### src/ctrl_pkg.sv
/*
  Control subsystem package
  Bus widths, the region address map, per-region register indices,
  the request credit count and the reset values of the timer and
  the debug hold-off counter.
*/
`default_nettype none

package ctrl_pkg;

  // ----------------------------------------
  // bus widths
  // ----------------------------------------
  localparam int unsigned AddrW   = 16;
  localparam int unsigned DataW   = 32;
  localparam int unsigned RegionW = 4;
  localparam int unsigned IdxW    = 4;
  localparam int unsigned MtimeW  = 64;

  // address fields: region in 15..12, register word in 5..2
  localparam int unsigned RegionLsb = 12;
  localparam int unsigned IdxLsb    = 2;

  typedef logic [AddrW-1:0]  addr_t;
  typedef logic [DataW-1:0]  data_t;
  typedef logic [IdxW-1:0]   reg_idx_t;
  typedef logic [MtimeW-1:0] mtime_t;

  // ----------------------------------------
  // address map
  // ----------------------------------------
  // any other region value is unmapped and answers with an error
  typedef enum logic [RegionW-1:0] {
    RegionClint = 4'd0,
    RegionDebug = 4'd1
  } region_e;

  // clint registers
  localparam reg_idx_t ClintMsip       = 4'd0;
  localparam reg_idx_t ClintMtimeLo    = 4'd2;
  localparam reg_idx_t ClintMtimeHi    = 4'd3;
  localparam reg_idx_t ClintMtimecmpLo = 4'd4;
  localparam reg_idx_t ClintMtimecmpHi = 4'd5;

  // debug gate registers
  // halt request lives in bit 0, delay left is read only
  localparam reg_idx_t DbgHaltReq   = 4'd0;
  localparam reg_idx_t DbgDelayLeft = 4'd1;

  // ----------------------------------------
  // flow control and reset values
  // ----------------------------------------
  // credits held by the requester after reset
  localparam int unsigned ReqCredits = 2;

  // boot window before a debug request may reach the core
  localparam int unsigned DebugDelayCycles = 64;
  localparam int unsigned DelayCntW        = $clog2(DebugDelayCycles + 1);

  // no timer interrupt until software programs a compare value
  localparam mtime_t MtimecmpReset = {MtimeW{1'b1}};

endpackage

`default_nettype wire
### src/ctrl_bus_if.sv
/*
  Router to slave access bus
  One decoded register access per cycle marked by sel, with the
  slave's registered read data returned in the following cycle.
*/
`timescale 1ns/1ps
`default_nettype none

interface ctrl_bus_if
  import ctrl_pkg::*;
();

  logic     sel;
  logic     we;
  reg_idx_t reg_idx;
  data_t    wdata;
  data_t    rdata;

  // router side
  modport master (
    output sel,
    output we,
    output reg_idx,
    output wdata,
    input  rdata
  );

  // register block side
  modport slave (
    input  sel,
    input  we,
    input  reg_idx,
    input  wdata,
    output rdata
  );

endinterface

`default_nettype wire

### src/ctrl_subsys.sv
/*
  Control subsystem top
  Request router in front of the core-local timer and the debug
  request gate.
*/
`timescale 1ns/1ps
`default_nettype none

module ctrl_subsys
  import ctrl_pkg::*;
(
  input  wire logic  clk_i,
  input  wire logic  ndmreset_n,
  input  wire logic  rtc_i,

  // request port
  input  wire logic  req_valid_i,
  input  wire logic  req_we_i,
  input  wire addr_t req_addr_i,
  input  wire data_t req_wdata_i,

  // response port
  output logic       resp_valid_o,
  output data_t      resp_rdata_o,
  output logic       resp_err_o,
  output logic       credit_o,

  // core side
  input  wire logic  debug_req_i,
  output logic       timer_irq_o,
  output logic       ipi_o,
  output logic       debug_req_o
);

  ctrl_bus_if clint_bus ();
  ctrl_bus_if dbg_bus ();

  req_router i_req_router (
    .clk_i        ( clk_i        ),
    .ndmreset_n   ( ndmreset_n   ),
    .req_valid_i  ( req_valid_i  ),
    .req_we_i     ( req_we_i     ),
    .req_addr_i   ( req_addr_i   ),
    .req_wdata_i  ( req_wdata_i  ),
    .resp_valid_o ( resp_valid_o ),
    .resp_rdata_o ( resp_rdata_o ),
    .resp_err_o   ( resp_err_o   ),
    .credit_o     ( credit_o     ),
    .clint_bus    ( clint_bus    ),
    .dbg_bus      ( dbg_bus      )
  );

  // ----------------------------------------
  // slaves
  // ----------------------------------------
  clint_timer i_clint_timer (
    .clk_i       ( clk_i       ),
    .ndmreset_n  ( ndmreset_n  ),
    .rtc_i       ( rtc_i       ),
    .bus         ( clint_bus   ),
    .timer_irq_o ( timer_irq_o ),
    .ipi_o       ( ipi_o       )
  );

  debug_gate i_debug_gate (
    .clk_i       ( clk_i       ),
    .ndmreset_n  ( ndmreset_n  ),
    .debug_req_i ( debug_req_i ),
    .bus         ( dbg_bus     ),
    .debug_req_o ( debug_req_o )
  );

endmodule

`default_nettype wire

### src/debug_gate.sv
/*
  Debug request gate
  Holds off the debug request for a fixed window after reset so boot
  code can run, and adds a software halt-request bit.
*/
`timescale 1ns/1ps
`default_nettype none

module debug_gate
  import ctrl_pkg::*;
(
  input  wire logic clk_i,
  input  wire logic ndmreset_n,
  input  wire logic debug_req_i,

  ctrl_bus_if.slave bus,

  output logic      debug_req_o
);

  logic [DelayCntW-1:0] delay_cnt_q;
  logic                 delay_busy;
  logic                 halt_req_q;
  data_t                rd_word;
  data_t                rdata_q;

  // ----------------------------------------
  // hold-off counter
  // ----------------------------------------
  assign delay_busy = (delay_cnt_q != '0);

  always_ff @(posedge clk_i or negedge ndmreset_n) begin
    if (!ndmreset_n) begin
      delay_cnt_q <= DelayCntW'(DebugDelayCycles);
      halt_req_q  <= 1'b0;
    end else begin
      if (delay_busy) begin
        delay_cnt_q <= delay_cnt_q - 1'b1;
      end
      if (bus.sel && bus.we && bus.reg_idx == DbgHaltReq) begin
        halt_req_q <= bus.wdata[0];
      end
    end
  end

  // nothing reaches the core while the window is open
  assign debug_req_o = delay_busy ? 1'b0 : (debug_req_i | halt_req_q);

  // ----------------------------------------
  // read back
  // ----------------------------------------
  always_comb begin
    case (bus.reg_idx)
      DbgHaltReq:   rd_word = {31'd0, halt_req_q};
      DbgDelayLeft: rd_word = data_t'(delay_cnt_q);
      default:      rd_word = '0;
    endcase
  end

  always_ff @(posedge clk_i) begin
    if (bus.sel) begin
      rdata_q <= bus.we ? '0 : rd_word;
    end
  end

  assign bus.rdata = rdata_q;

endmodule

`default_nettype wire

### src/clint_timer.sv
/*
  Core-local timer
  64-bit mtime counting at half the synchronised rtc rate, 64-bit
  mtimecmp and the msip bit, with timer and software interrupts.
*/
`timescale 1ns/1ps
`default_nettype none

module clint_timer
  import ctrl_pkg::*;
(
  input  wire logic clk_i,
  input  wire logic ndmreset_n,
  input  wire logic rtc_i,

  ctrl_bus_if.slave bus,

  output logic      timer_irq_o,
  output logic      ipi_o
);

  logic [1:0] rtc_sync_q;
  logic       rtc_prev_q;
  logic       rtc_div_q;
  logic       rtc_rise;
  logic       mtime_tick;

  mtime_t     mtime_q;
  mtime_t     mtimecmp_q;
  logic       msip_q;
  logic       timer_irq_q;
  logic       wr_en;
  data_t      rd_word;
  data_t      rdata_q;

  // ----------------------------------------
  // rtc sync and divide by two
  // ----------------------------------------
  always_ff @(posedge clk_i or negedge ndmreset_n) begin
    if (!ndmreset_n) begin
      rtc_sync_q <= 2'b00;
      rtc_prev_q <= 1'b0;
      rtc_div_q  <= 1'b0;
    end else begin
      rtc_sync_q <= {rtc_sync_q[0], rtc_i};
      rtc_prev_q <= rtc_sync_q[1];
      if (rtc_rise) begin
        rtc_div_q <= ~rtc_div_q;
      end
    end
  end

  assign rtc_rise   = rtc_sync_q[1] & ~rtc_prev_q;
  // every second rising edge
  assign mtime_tick = rtc_rise & rtc_div_q;

  // ----------------------------------------
  // registers
  // ----------------------------------------
  assign wr_en = bus.sel & bus.we;

  always_ff @(posedge clk_i or negedge ndmreset_n) begin
    if (!ndmreset_n) begin
      mtime_q    <= '0;
      mtimecmp_q <= MtimecmpReset;
      msip_q     <= 1'b0;
    end else begin
      // a software write to mtime wins over the tick
      if (wr_en && bus.reg_idx == ClintMtimeLo) begin
        mtime_q <= {mtime_q[63:32], bus.wdata};
      end else if (wr_en && bus.reg_idx == ClintMtimeHi) begin
        mtime_q <= {bus.wdata, mtime_q[31:0]};
      end else if (mtime_tick) begin
        mtime_q <= mtime_q + 64'd1;
      end

      if (wr_en && bus.reg_idx == ClintMtimecmpLo) begin
        mtimecmp_q[31:0] <= bus.wdata;
      end
      if (wr_en && bus.reg_idx == ClintMtimecmpHi) begin
        mtimecmp_q[63:32] <= bus.wdata;
      end
      if (wr_en && bus.reg_idx == ClintMsip) begin
        msip_q <= bus.wdata[0];
      end
    end
  end

  // read mux, unknown indices read as zero
  always_comb begin
    case (bus.reg_idx)
      ClintMsip:       rd_word = {31'd0, msip_q};
      ClintMtimeLo:    rd_word = mtime_q[31:0];
      ClintMtimeHi:    rd_word = mtime_q[63:32];
      ClintMtimecmpLo: rd_word = mtimecmp_q[31:0];
      ClintMtimecmpHi: rd_word = mtimecmp_q[63:32];
      default:         rd_word = '0;
    endcase
  end

  always_ff @(posedge clk_i) begin
    if (bus.sel) begin
      rdata_q <= bus.we ? '0 : rd_word;
    end
  end

  assign bus.rdata = rdata_q;

  // ----------------------------------------
  // interrupts
  // ----------------------------------------
  always_ff @(posedge clk_i or negedge ndmreset_n) begin
    if (!ndmreset_n) begin
      timer_irq_q <= 1'b0;
    end else begin
      timer_irq_q <= (mtime_q >= mtimecmp_q);
    end
  end

  assign timer_irq_o = timer_irq_q;
  assign ipi_o       = msip_q;

endmodule

`default_nettype wire

### src/req_router.sv
/*
  Request router
  Two-stage pipeline: stage 1 decodes the region and drives sel on
  one slave bus, stage 2 picks that slave's read data, flags
  unmapped regions and returns one credit with each response.
*/
`timescale 1ns/1ps
`default_nettype none

module req_router
  import ctrl_pkg::*;
(
  input  wire logic  clk_i,
  input  wire logic  ndmreset_n,

  // request port
  input  wire logic  req_valid_i,
  input  wire logic  req_we_i,
  input  wire addr_t req_addr_i,
  input  wire data_t req_wdata_i,

  // response port
  output logic       resp_valid_o,
  output data_t      resp_rdata_o,
  output logic       resp_err_o,
  output logic       credit_o,

  ctrl_bus_if.master clint_bus,
  ctrl_bus_if.master dbg_bus
);

  region_e  req_region;
  logic     hit_clint;
  logic     hit_dbg;

  logic     s1_valid_q;
  logic     s1_clint_q;
  logic     s1_dbg_q;
  logic     s1_we_q;
  reg_idx_t s1_idx_q;
  data_t    s1_wdata_q;

  logic     s2_valid_q;
  logic     s2_dbg_q;
  logic     s2_we_q;
  logic     s2_err_q;

  // ----------------------------------------
  // address decode
  // ----------------------------------------
  assign req_region = region_e'(req_addr_i[RegionLsb +: RegionW]);

  always_comb begin
    hit_clint = 1'b0;
    hit_dbg   = 1'b0;
    case (req_region)
      RegionClint: hit_clint = 1'b1;
      RegionDebug: hit_dbg   = 1'b1;
      default: ;
    endcase
  end

  // ----------------------------------------
  // stage 1
  // ----------------------------------------
  always_ff @(posedge clk_i or negedge ndmreset_n) begin
    if (!ndmreset_n) begin
      s1_valid_q <= 1'b0;
      s1_clint_q <= 1'b0;
      s1_dbg_q   <= 1'b0;
    end else begin
      s1_valid_q <= req_valid_i;
      s1_clint_q <= req_valid_i & hit_clint;
      s1_dbg_q   <= req_valid_i & hit_dbg;
    end
  end

  always_ff @(posedge clk_i) begin
    s1_we_q    <= req_we_i;
    s1_idx_q   <= req_addr_i[IdxLsb +: IdxW];
    s1_wdata_q <= req_wdata_i;
  end

  // both buses see the same access, only sel differs
  assign clint_bus.sel     = s1_clint_q;
  assign clint_bus.we      = s1_we_q;
  assign clint_bus.reg_idx = s1_idx_q;
  assign clint_bus.wdata   = s1_wdata_q;

  assign dbg_bus.sel     = s1_dbg_q;
  assign dbg_bus.we      = s1_we_q;
  assign dbg_bus.reg_idx = s1_idx_q;
  assign dbg_bus.wdata   = s1_wdata_q;

  // ----------------------------------------
  // stage 2
  // ----------------------------------------
  always_ff @(posedge clk_i or negedge ndmreset_n) begin
    if (!ndmreset_n) begin
      s2_valid_q <= 1'b0;
      s2_dbg_q   <= 1'b0;
      s2_we_q    <= 1'b0;
      s2_err_q   <= 1'b0;
    end else begin
      s2_valid_q <= s1_valid_q;
      s2_dbg_q   <= s1_dbg_q;
      s2_we_q    <= s1_we_q;
      s2_err_q   <= s1_valid_q & ~(s1_clint_q | s1_dbg_q);
    end
  end

  // slave rdata is registered, so it lines up with stage 2
  always_comb begin
    resp_rdata_o = '0;
    if (s2_valid_q && !s2_err_q && !s2_we_q) begin
      resp_rdata_o = s2_dbg_q ? dbg_bus.rdata : clint_bus.rdata;
    end
  end

  assign resp_valid_o = s2_valid_q;
  assign resp_err_o   = s2_valid_q & s2_err_q;
  // one credit back per response
  assign credit_o     = s2_valid_q;

endmodule

`default_nettype wire

### config.mk
export PLATFORM = sky130hd
export DESIGN_NAME = ctrl_subsys
export DESIGN_NICKNAME = d
export VERILOG_FILES = /design/src/ctrl_pkg.sv /design/src/ctrl_bus_if.sv /design/src/ctrl_subsys.sv /design/src/debug_gate.sv /design/src/clint_timer.sv /design/src/req_router.sv
export SDC_FILE = /design/constraint.sdc
export NUM_CORES = 1
export LEC_CHECK = 0
export BUFFER_PORTS_ARGS = -buffer_cell sky130_fd_sc_hd__buf_4
export CAP_MARGIN = 20
export CORE_MARGIN = 1
export CORE_UTILIZATION = 65
export CTS_BUF_LIST = sky130_fd_sc_hd__clkbuf_4 sky130_fd_sc_hd__clkbuf_8 sky130_fd_sc_hd__clkbuf_16
export DETAILED_ROUTE_END_ITERATION = 8
export PLACE_DENSITY_LB_ADDON = 0.15
export RECOVER_POWER = 25
export SYNTH_ARGS = -nofsm -noshare
export SYNTH_HDL_FRONTEND = slang
export SYNTH_SLANG_ARGS = --single-unit
### constraint.sdc
create_clock -name clk_i -period 6.41 [get_ports clk_i]
set_input_delay 0.641 -clock clk_i [delete_from_list [all_inputs] [get_ports clk_i]]
set_output_delay 0.641 -clock clk_i [all_outputs]
set_load 0.02 [all_outputs]
## After elaboration in Yosys (flattened, before gate mapping)

Index checks and enable logic that the tools add are counted.

| word-level totals | value |
|---|---|
| flip-flop bits (word level) | 250 |
| output and inout port bits | 38 |
| word-level logic and storage cells | 74 |

| cells by class | value |
|---|---|
| add/subtract/negate cells | 2 |
| magnitude comparators | 1 |
| eq/ne operators | 7 |
| mux-type cells | 10 |
| bitwise gates (word level) | 13 |
| reduce and logical (&&, ||, !) cells | 18 |

Operator list:

| cell | number |
|---|---|
| 32-bit case mux with 5 select lines | 1 |
| 64-bit two-way mux | 2 |
| 32-bit two-way mux | 3 |
| 64-bit by 1-bit adder with 64-bit output (second input constant) | 1 |
| 64-bit >= comparator | 1 |
| 7-bit case mux with 2 select lines | 1 |
| 1-bit logical AND | 9 |
| 4-bit by 1-bit equality test with 1-bit output (second input constant) | 2 |
| 4-bit by 2-bit equality test with 1-bit output (second input constant) | 2 |
| 4-bit by 3-bit equality test with 1-bit output (second input constant) | 2 |
| 4-bit logical NOT | 2 |
| 1-bit bitwise AND | 7 |
| 7-bit nonzero test | 1 |
| 7-bit by 1-bit subtractor with 7-bit output (second input constant) | 1 |
| 1-bit inverter | 4 |
| 2-bit AND reduction | 2 |
| 2-bit nonzero test | 2 |
| 1-bit two-way mux | 3 |
| 1-bit logical NOT | 2 |
| 2-bit by 1-bit != test with 1-bit output (second input constant) | 1 |
| 1-bit OR | 2 |

## Longest topological paths before layout

Gate-level depths: netlist (run 1).

| logic depth | value |
|---|---|
| depth after elaboration | 6 |
| gate-level depth with buffers | 9 |
| depth with buffers taken out | 8 |

## By module

From an unflattened synthesis (run 1), not the netlist that was laid out.

| unflattened totals | value |
|---|---|
| cells, all modules | 1351 |
| area total of the unflattened synthesis | 12548.3 µm² |

Modules (own cells, without submodules):

| module | instances | cells an instance | area an instance (µm²) | sequential area each (µm²) |
|---|---|---|---|---|
| clint_timer | 1 | 1113 | 9922.0 | 4394.2 |
| req_router | 1 | 160 | 1744.2 | 915.9 |
| debug_gate | 1 | 78 | 882.1 | 411.6 |

## Worst setup path after synthesis (run 1)

OpenSTA, ideal clock, no wires.

| path | value |
|---|---|
| path type | register to register |
| from | reg i_req_router.s1_clint_q (netlist: i_req_router.clint_bus.sel) |
| to | reg i_clint_timer.mtime_q[50] |
| data arrival time | 2.488 ns |
| data required time | 6.290 ns |
| slack | 3.802 ns |
| stages on the path, launching flop included | 7 |
| clock period less this slack | 2.608 ns |
| cell sequence | dfrtp_1 nand3_1 o31ai_2 or4_1 buf_2 or4_4 a31o_1 |

| on the way | value |
|---|---|
| cells in the longest elaborated chain, start to end | 4 |
| elaborated cells between the ends (all ways) | 7 |
| classes of those cells | mux: 1; bitwise: 2; reduce/logical: 4 |

Ends and longest elaborated chain:

| what | RTL line | text |
|---|---|---|
| from (decl) | req_router.sv:37 | `logic s1_clint_q;` |
| from (signal assigned) | req_router.sv:73 | `s1_clint_q <= req_valid_i & hit_clint;` |
| 1-bit bitwise AND (*) | clint_timer.sv:60 | `assign wr_en = bus.sel & bus.we;` |
| 1-bit logical AND (on tied branches) | clint_timer.sv:71, clint_timer.sv:69 |  |
| 2-bit nonzero test (no source line) or 1-bit inverter (tied branches) | n/a |  |
| 2-bit AND reduction (no source line) | n/a |  |
| to (signal assigned) | clint_timer.sv:70 | `mtime_q <= {mtime_q[63:32], bus.wdata};` |
| to (signal assigned) | clint_timer.sv:72 | `mtime_q <= {bus.wdata, mtime_q[31:0]};` |
| to (signal assigned) | clint_timer.sv:74 | `mtime_q <= mtime_q + 64'd1;` |
| to (decl) | clint_timer.sv:28 | `mtime_t mtime_q;` |

Every way passes the cells marked *; elsewhere a longest branch is shown, timed or not. The select of a mux whose other input is x is not followed.
A chain may end at the register's enable or synchronous reset.

## Final worst setup path (run 1)

| path | value |
|---|---|
| from | reg i_req_router.s1_clint_q (netlist: i_req_router.clint_bus.sel) |
| to | reg i_clint_timer.mtime_q[52] |

The elaborated chain is that of the path after synthesis.

==> flow_summary.json, run 1 <==
{
  "status": "complete, no violations",
  "slew_viol_final": 0,
  "synthTopCellsByArea": "dfrtp_1 (18%), dfstp_2 (15%), edfxtp_1 (10%)",
  "antenna_found_initial": 0,
  "hold_violations": 0,
  "yosys.cell_count.top_type": "nand2_1",
  "tns_ns": 0,
  "vias_per_cell": 6.33,
  "netlist_area_um2": 11600,
  "power.internal_mw": 2.56,
  "stdcell_count": 1515,
  "cts_tree": "done",
  "core_um2": 17400,
  "synth_cells": 1207,
  "slowest_delay_ns": 0.71,
  "drive_gt1_share_pct": 18.1,
  "rsz0062_at_grt": "no",
  "clockBufferDepth": 3,
  "synth_area_leader_cell": "dfrtp_1",
  "numCtsBuffers": 24,
  "switchingPower_mw": 0.861,
  "wl_per_cell_um": 20.2,
  "powerDensity_nw_per_um2": 259,
  "yosysTopAreaCellShare_pct": 18.2,
  "drt_wl_total_um": 30700,
  "path_cells": "nand3_1 -> o31a_1 -> nand4_1 -> nor4_1 -> xnor2_1 -> a21oi_1",
  "drc": 0,
  "ir_drop_mv": 0.247,
  "drtIter0Drc": 1032,
  "cts-resized-gates": 0,
  "synthTopCellsByCount": "nand2_1 (136), o21ai_0 (102), a21oi_1 (94), dfrtp_1 (84), nor2_1 (81)",
  "top_level_ports": 92,
  "synth_seq_cells": 225,
  "pwr-share-comb_pct": 10.3,
  "tightest_slew_ns": 1.00,
  "avgSynthCellArea_um2": 9.59,
  "die_area_um2": 18400,
  "async_flop_share_pct": 66.2,
  "htreeDepth": 1,
  "period_minus_slack_ns": 3.08,
  "ant_nets": 0,
  "criticalPathCategory": "reg -> reg",
  "synth-edff-count": 39,
  "first_global_vias": 9411,
  "cts.sinks": 225,
  "synthFlopType": "dfrtp_1",
  "synth_fp_nets": 1328,
  "cts-root-buf": "clkbuf_16",
  "syn2layout_area_growth_pct": 14.4,
  "drtPass1Iterations": 6,
  "fin_nets": 1393,
  "setup_viol": 0,
  "dp_cells": 1468,
  "yosysSeqAreaShare_pct": 49.4,
  "port_buffers": 83,
  "dp_hpwl_um": 20400,
  "fill_cells": 1215,
  "grt_pass1_wl_um": 48600,
  "p_clk_share_pct": 42.7,
  "grt_usage_pct": 34.5,
  "cp_slowest_cell": "dfrtp_1",
  "rows": 48,
  "grt_max_degree": 85,
  "startpoint_type": "register",
  "die_w_um": 135,
  "die_h_um": 135,
  "fmax_ghz": 0.324,
  "cts_setup_buffers": 0,
  "holdBufCountCts": 0,
  "p_total_mw": 3.42,
  "max_slew_margin_pct": 32.6,
  "vias": 9588,
  "clk_pin_slew_ns": 0.06,
  "swShare_pct": 25.1,
  "netlist-cell-type-count": 65,
  "clock_skew_ns": 0.00969,
  "clk_latency_ns": 0.52,
  "grt_overflow_total": 0,
  "cp-end-kind": "register",
  "p_leak_nw": 5.25,
  "n_antenna_cell": 0,
  "r2r_cells": 6,
  "holdCritPathClass": "in -> async",
  "gp_congestion": 0.915,
  "maxCapViolCount": 0,
  "yosys_warnings": 0,
  "critPathArrivalTime_ns": 3.45,
  "power_frac_seq_pct": 46.9,
  "initial_utilization_pct": 66.7,
  "min_period_over_period_pct": 48.1,
  "required_ns": 6.77,
  "worstPathMaxFanout": 18
}
-- cell usage in the layout, fill, tap and decap left out, drive strengths merged, types with 17 or more instances in the layout --
cell type / count
nand2: 137
o21ai: 102
a21oi: 94
dfrtp: 84
nor2: 81
inv: 77
clkbuf: 76
a22oi: 67
ha: 67
dfstp: 65
buf: 55
and2: 42
edfxtp: 39
dfxtp: 37
nand3: 33
xor2: 31
nand4: 31
xnor2: 29
nor3: 20
and3: 17
-- stage by stage --
step	util [%]	setup slack, ns	hold slack (ns)	instance area (um2)
final	76.3	3.33	0.180	13200
after global routing	76.3	3.22	0.228	13200
after CTS	76.0	3.44	0.208	13200
after detailed placement	71.2	3.48	0.339	12300
after global placement	71.1	3.51	0.335	12300
after floorplan	-	3.80	0.331	11600
-- registers in the layout (all words and copies together), names as in the netlist, 2 cells and up --
register	count
i_clint_timer.mtimecmp_q	64
i_clint_timer.mtime_q	64
i_req_router.clint_bus.wdata	32
i_req_router.clint_bus.reg_idx	4
i_debug_gate.delay_cnt_q	7
i_debug_gate.bus.rdata	7
i_clint_timer.bus.rdata	32
i_clint_timer.rtc_sync_q	2
-- final timing paths --
kind                                                       startpoint                                       end  slack, ns
min in group clk_i                                    req_wdata_i[17]  i_req_router.clint_bus.wdata[17]$_DFF_P_       0.24
worst min-delay path                                       ndmreset_n       i_clint_timer.rtc_div_q$_DFFE_PN0P_       0.18
worst min register to register  i_clint_timer.rtc_sync_q[0]$_DFF_PN0_     i_clint_timer.rtc_sync_q[1]$_DFF_PN0_       0.35
worst max-delay path             i_req_router.clint_bus.sel$_DFF_PN0_     i_clint_timer.mtime_q[52]$_DFFE_PN0P_       3.33
worst max register to register   i_req_router.clint_bus.sel$_DFF_PN0_     i_clint_timer.mtime_q[52]$_DFFE_PN0P_       3.33
max in group asynchronous                                  ndmreset_n     i_clint_timer.mtime_q[21]$_DFFE_PN0P_       4.87
-- kinds of logic (layout without fill, tap and decap cells) --
| kind of cell | Yosys count | after routing | synth area share [%] |
|---|---|---|---|
| flip-flops | 225 | 225 | 49.4 |
| AO/OA/AOI/OAI | 295 | 295 | 15.1 |
| multiplexers | 13 | 13 | 1.19 |
| AND/OR/NAND/NOR | 414 | 414 | 17.9 |
| XOR/XNOR | 60 | 60 | 4.54 |
| buffers and inverters | 133 | 216 | 4.56 |
| adder cells (fa/ha/maj) | 67 | 67 | 7.24 |
-- area by class of cell --
type | instances | area, um2 | area share (%)
repair buffers | 96 | 766 | 5.78
clock buffers | 35 | 719 | 5.43
flip-flops and latches | 225 | 5720 | 43.2
multi-input cells | 849 | 5350 | 40.4
well taps | 225 | 282 | 2.13
inverters | 76 | 285 | 2.15
clock inverters | 9 | 123 | 0.926
-- worst max-delay path: cells and delay by family, from the launching register on --
kind,cells,cell delay [ns]
compound gates,2,0.64
xor+xnor,1,0.19
flops,1,0.71
simple gates,3,1.39
-- power groups by stage --
| stage | clock network [mW] | logic [mW] | registers [mW] |
|---|---|---|---|
| 2_1_floorplan | 0 | 0.211 | 1.60 |
| 3_3_place_gp | 0 | 0.331 | 1.63 |
| 6_report | 1.46 | 0.354 | 1.61 |
| 3_5_place_dp | 0 | 0.345 | 1.63 |
| 5_1_grt | 1.53 | 0.392 | 1.62 |
| 4_1_cts | 1.47 | 0.350 | 1.60 |
-- layer usage --
metal	vias up	wire length, um	GRT usage (%)	part of all wire, %
met5	-	0	0	0
met4	0	1200	15.3	3.9
met3	96	2440	5.80	7.9
met2	450	14500	56.4	47
met1	4639	12600	45.2	41
li1	4403	-	-	-
No activity file was read; power rests on OpenSTA's default activity.
==> run 2: changes to the inputs <==
CORE_UTILIZATION = 55   (was 65)
clock period = 2.6 ns   (was 6.41 ns; I/O delays follow)
==> run 2 against run 1 <==
Effect of this change:
- the flow now finishes with violations (capacitance limit, slew limit)
- cell count grew 10%
- clock power grew to 2.6 times the previous value
- first-iteration DRC count shrank 37%
- critical path depth grew 2
- sequential power grew 140%
==> flow_summary.json, run 2 (synthesis results as in run 1) <==
{
  "status": "complete, but fails checks",
  "failed_checks": "capacitance limit, slew limit",
  "vias_per_cell": 5.80,
  "r2r_cells": 8,
  "reg_top3": "i_clint_timer.mtime_q: 64 flops, i_clint_timer.mtimecmp_q: 64 flops",
  "grt_max_degree": 80,
  "die_area_um2": 21600,
  "clk_latency_ns": 0.54,
  "dp_hpwl_um": 22000,
  "drtIter0Drc": 650,
  "clockBufferDepth": 3,
  "cts_tree": "done",
  "slowest_delay_ns": 0.54,
  "top_level_ports": 92,
  "path_buf_inv": 1,
  "regToRegSetupSlack_ns": 0.13,
  "drc": 0,
  "tns_ns": 0,
  "critPathArrivalTime_ns": 2.89,
  "period_minus_slack_ns": 2.47,
  "die_h_um": 147,
  "p_leak_nw": 5.76,
  "core_um2": 20400,
  "required_ns": 3.02,
  "worstPathMaxFanout": 6,
  "grt_pass1_wl_um": 51100,
  "ir_drop_mv": 0.604,
  "multiInputGateArea_um2": 5360,
  "powerDensity_nw_per_um2": 612,
  "syn2layout_area_growth_pct": 22.9,
  "startpoint_type": "register",
  "ant_nets": 0,
  "maxCapViolCount": 1,
  "r2r_end": "i_clint_timer.mtime_q[58]$_DFFE_PN0P_",
  "cp-end-kind": "register",
  "path_cells": "ha_2 -> and3_1 -> nand3_2 -> or4_1 -> buf_4 -> nor4_2 -> xnor2_1 -> a21oi_1",
  "n_antenna_cell": 0,
  "antenna_found_initial": 0,
  "reg2reg_from": "i_clint_timer.mtime_q[1]$_DFFE_PN0P_",
  "grt_usage_pct": 29.9,
  "p_total_mw": 8.70,
  "fill_cells": 1618,
  "min_period_over_period_pct": 95.1,
  "rows": 52,
  "die_w_um": 147,
  "regArea_um2": 5720,
  "htreeDepth": 1,
  "layout_common_cells": "nand2_1 (136), buf_4 (115), o21ai_0 (102)",
  "drt_wl_total_um": 31200,
  "holdCritPathClass": "in -> async",
  "fmax_ghz": 0.404,
  "slew_viol_final": 32,
  "first_global_vias": 9523,
  "clock_skew_ns": 0.0257,
  "drive_gt1_share_pct": 21.5,
  "rsz0062_at_grt": "no",
  "vias": 9681,
  "hold_violations": 0,
  "setup_viol": 0,
  "wl_per_cell_um": 18.7,
  "cts-root-buf": "clkbuf_16",
  "drtPass1Iterations": 5,
  "clk_pin_slew_ns": 0.06,
  "max_slew_margin_pct": -14.8,
  "tightest_slew_ns": 1.72,
  "cp_top_family": "simple AND/OR/NAND/NOR gates",
  "cts.sinks": 225,
  "criticalPathCategory": "reg -> reg",
  "layout_commonest_cell": "nand2_1",
  "cp_slowest_cell": "or4_1",
  "numCtsBuffers": 25,
  "initial_utilization_pct": 56.7,
  "fin_nets": 1500,
  "cts_setup_buffers": 0,
  "gp_congestion": 0.913,
  "port_buffers": 83,
  "grt_overflow_total": 0
}
[run 2: layout make-up]
cell class	instances	area share, %
Inverter	76	2.01
Sequential cell	225	40.2
Clock inverter	6	0.589
Tap cell	270	2.37
Timing Repair Buffer	202	11.5
Clock buffer	40	5.61
Multi-Input combinational cell	849	37.7
[run 2: how the worst max path moves through the flow]
| stage | from | to | depth (start not counted) |
|---|---|---|---|
| final | i_clint_timer.mtime_q[1]$_DFFE_PN0P_ | i_clint_timer.mtime_q[58]$_DFFE_PN0P_ | 8 |
| after global routing | i_clint_timer.mtime_q[1]$_DFFE_PN0P_ | i_clint_timer.mtime_q[58]$_DFFE_PN0P_ | 8 |
| after CTS | i_clint_timer.mtime_q[1]$_DFFE_PN0P_ | i_clint_timer.mtime_q[42]$_DFFE_PN0P_ | 8 |
| after detailed placement | i_clint_timer.mtime_q[1]$_DFFE_PN0P_ | i_clint_timer.mtime_q[42]$_DFFE_PN0P_ | 8 |
| after global placement | i_clint_timer.mtime_q[1]$_DFFE_PN0P_ | i_clint_timer.mtime_q[42]$_DFFE_PN0P_ | 8 |
| after floorplan | i_req_router.clint_bus.sel$_DFF_PN0_ | i_clint_timer.mtime_q[50]$_DFFE_PN0P_ | 6 |
[run 2: what timing repair did]
action | 4_1_cts | 5_1_grt
endpoints found under the setup margin | 0 | 2
hold endpoints to repair | 80 | 0
gates resized for setup | 0 | 2
hold buffers | 44 | 0
[run 2: layer usage]
metal	vias up	wire (um)	GRT usage, %
li1	4621	-	-
met1	4709	13600	41.0
met2	293	15100	49.8
met3	58	1690	3.82
met4	0	807	8.71
met5	-	0	0
[run 2: power by group]
part / total [mW] / internal, mW / switching, mW
Clock: 3.73 / 2.30 / 1.43
Sequential: 3.91 / 3.75 / 0.165
Combinational: 1.05 / 0.469 / 0.584
[run 2: worst reg2reg max path: cells and delay by family, from the launching register on]
kind                     cells  cell delay, ns
AO/OA/AOI/OAI                1            0.08
XOR/XNOR                     1            0.16
adder cells (fa/ha/maj)      1            0.26
buffers and inverters        1            0.18
flip-flops                   1            0.45
AND/OR/NAND/NOR              4            1.23
[run 2: stage by stage]
| stage | hold WS (ns) | area, um2 | cells | utilization, % | setup WS [ns] |
|---|---|---|---|---|---|
| after floorplan | -0.0356 | 11600 | 1207 | - | 0.226 |
| after global placement | 0.206 | 12900 | 1578 | 63.2 | 0.175 |
| after detailed placement | 0.214 | 12900 | 1578 | 63.2 | 0.123 |
| after CTS | 0.216 | 14200 | 1668 | 69.7 | 0.136 |
| after global routing | 0.224 | 14200 | 1668 | 69.6 | 0.0138 |
| final | 0.208 | 14200 | 1668 | 69.6 | 0.127 |
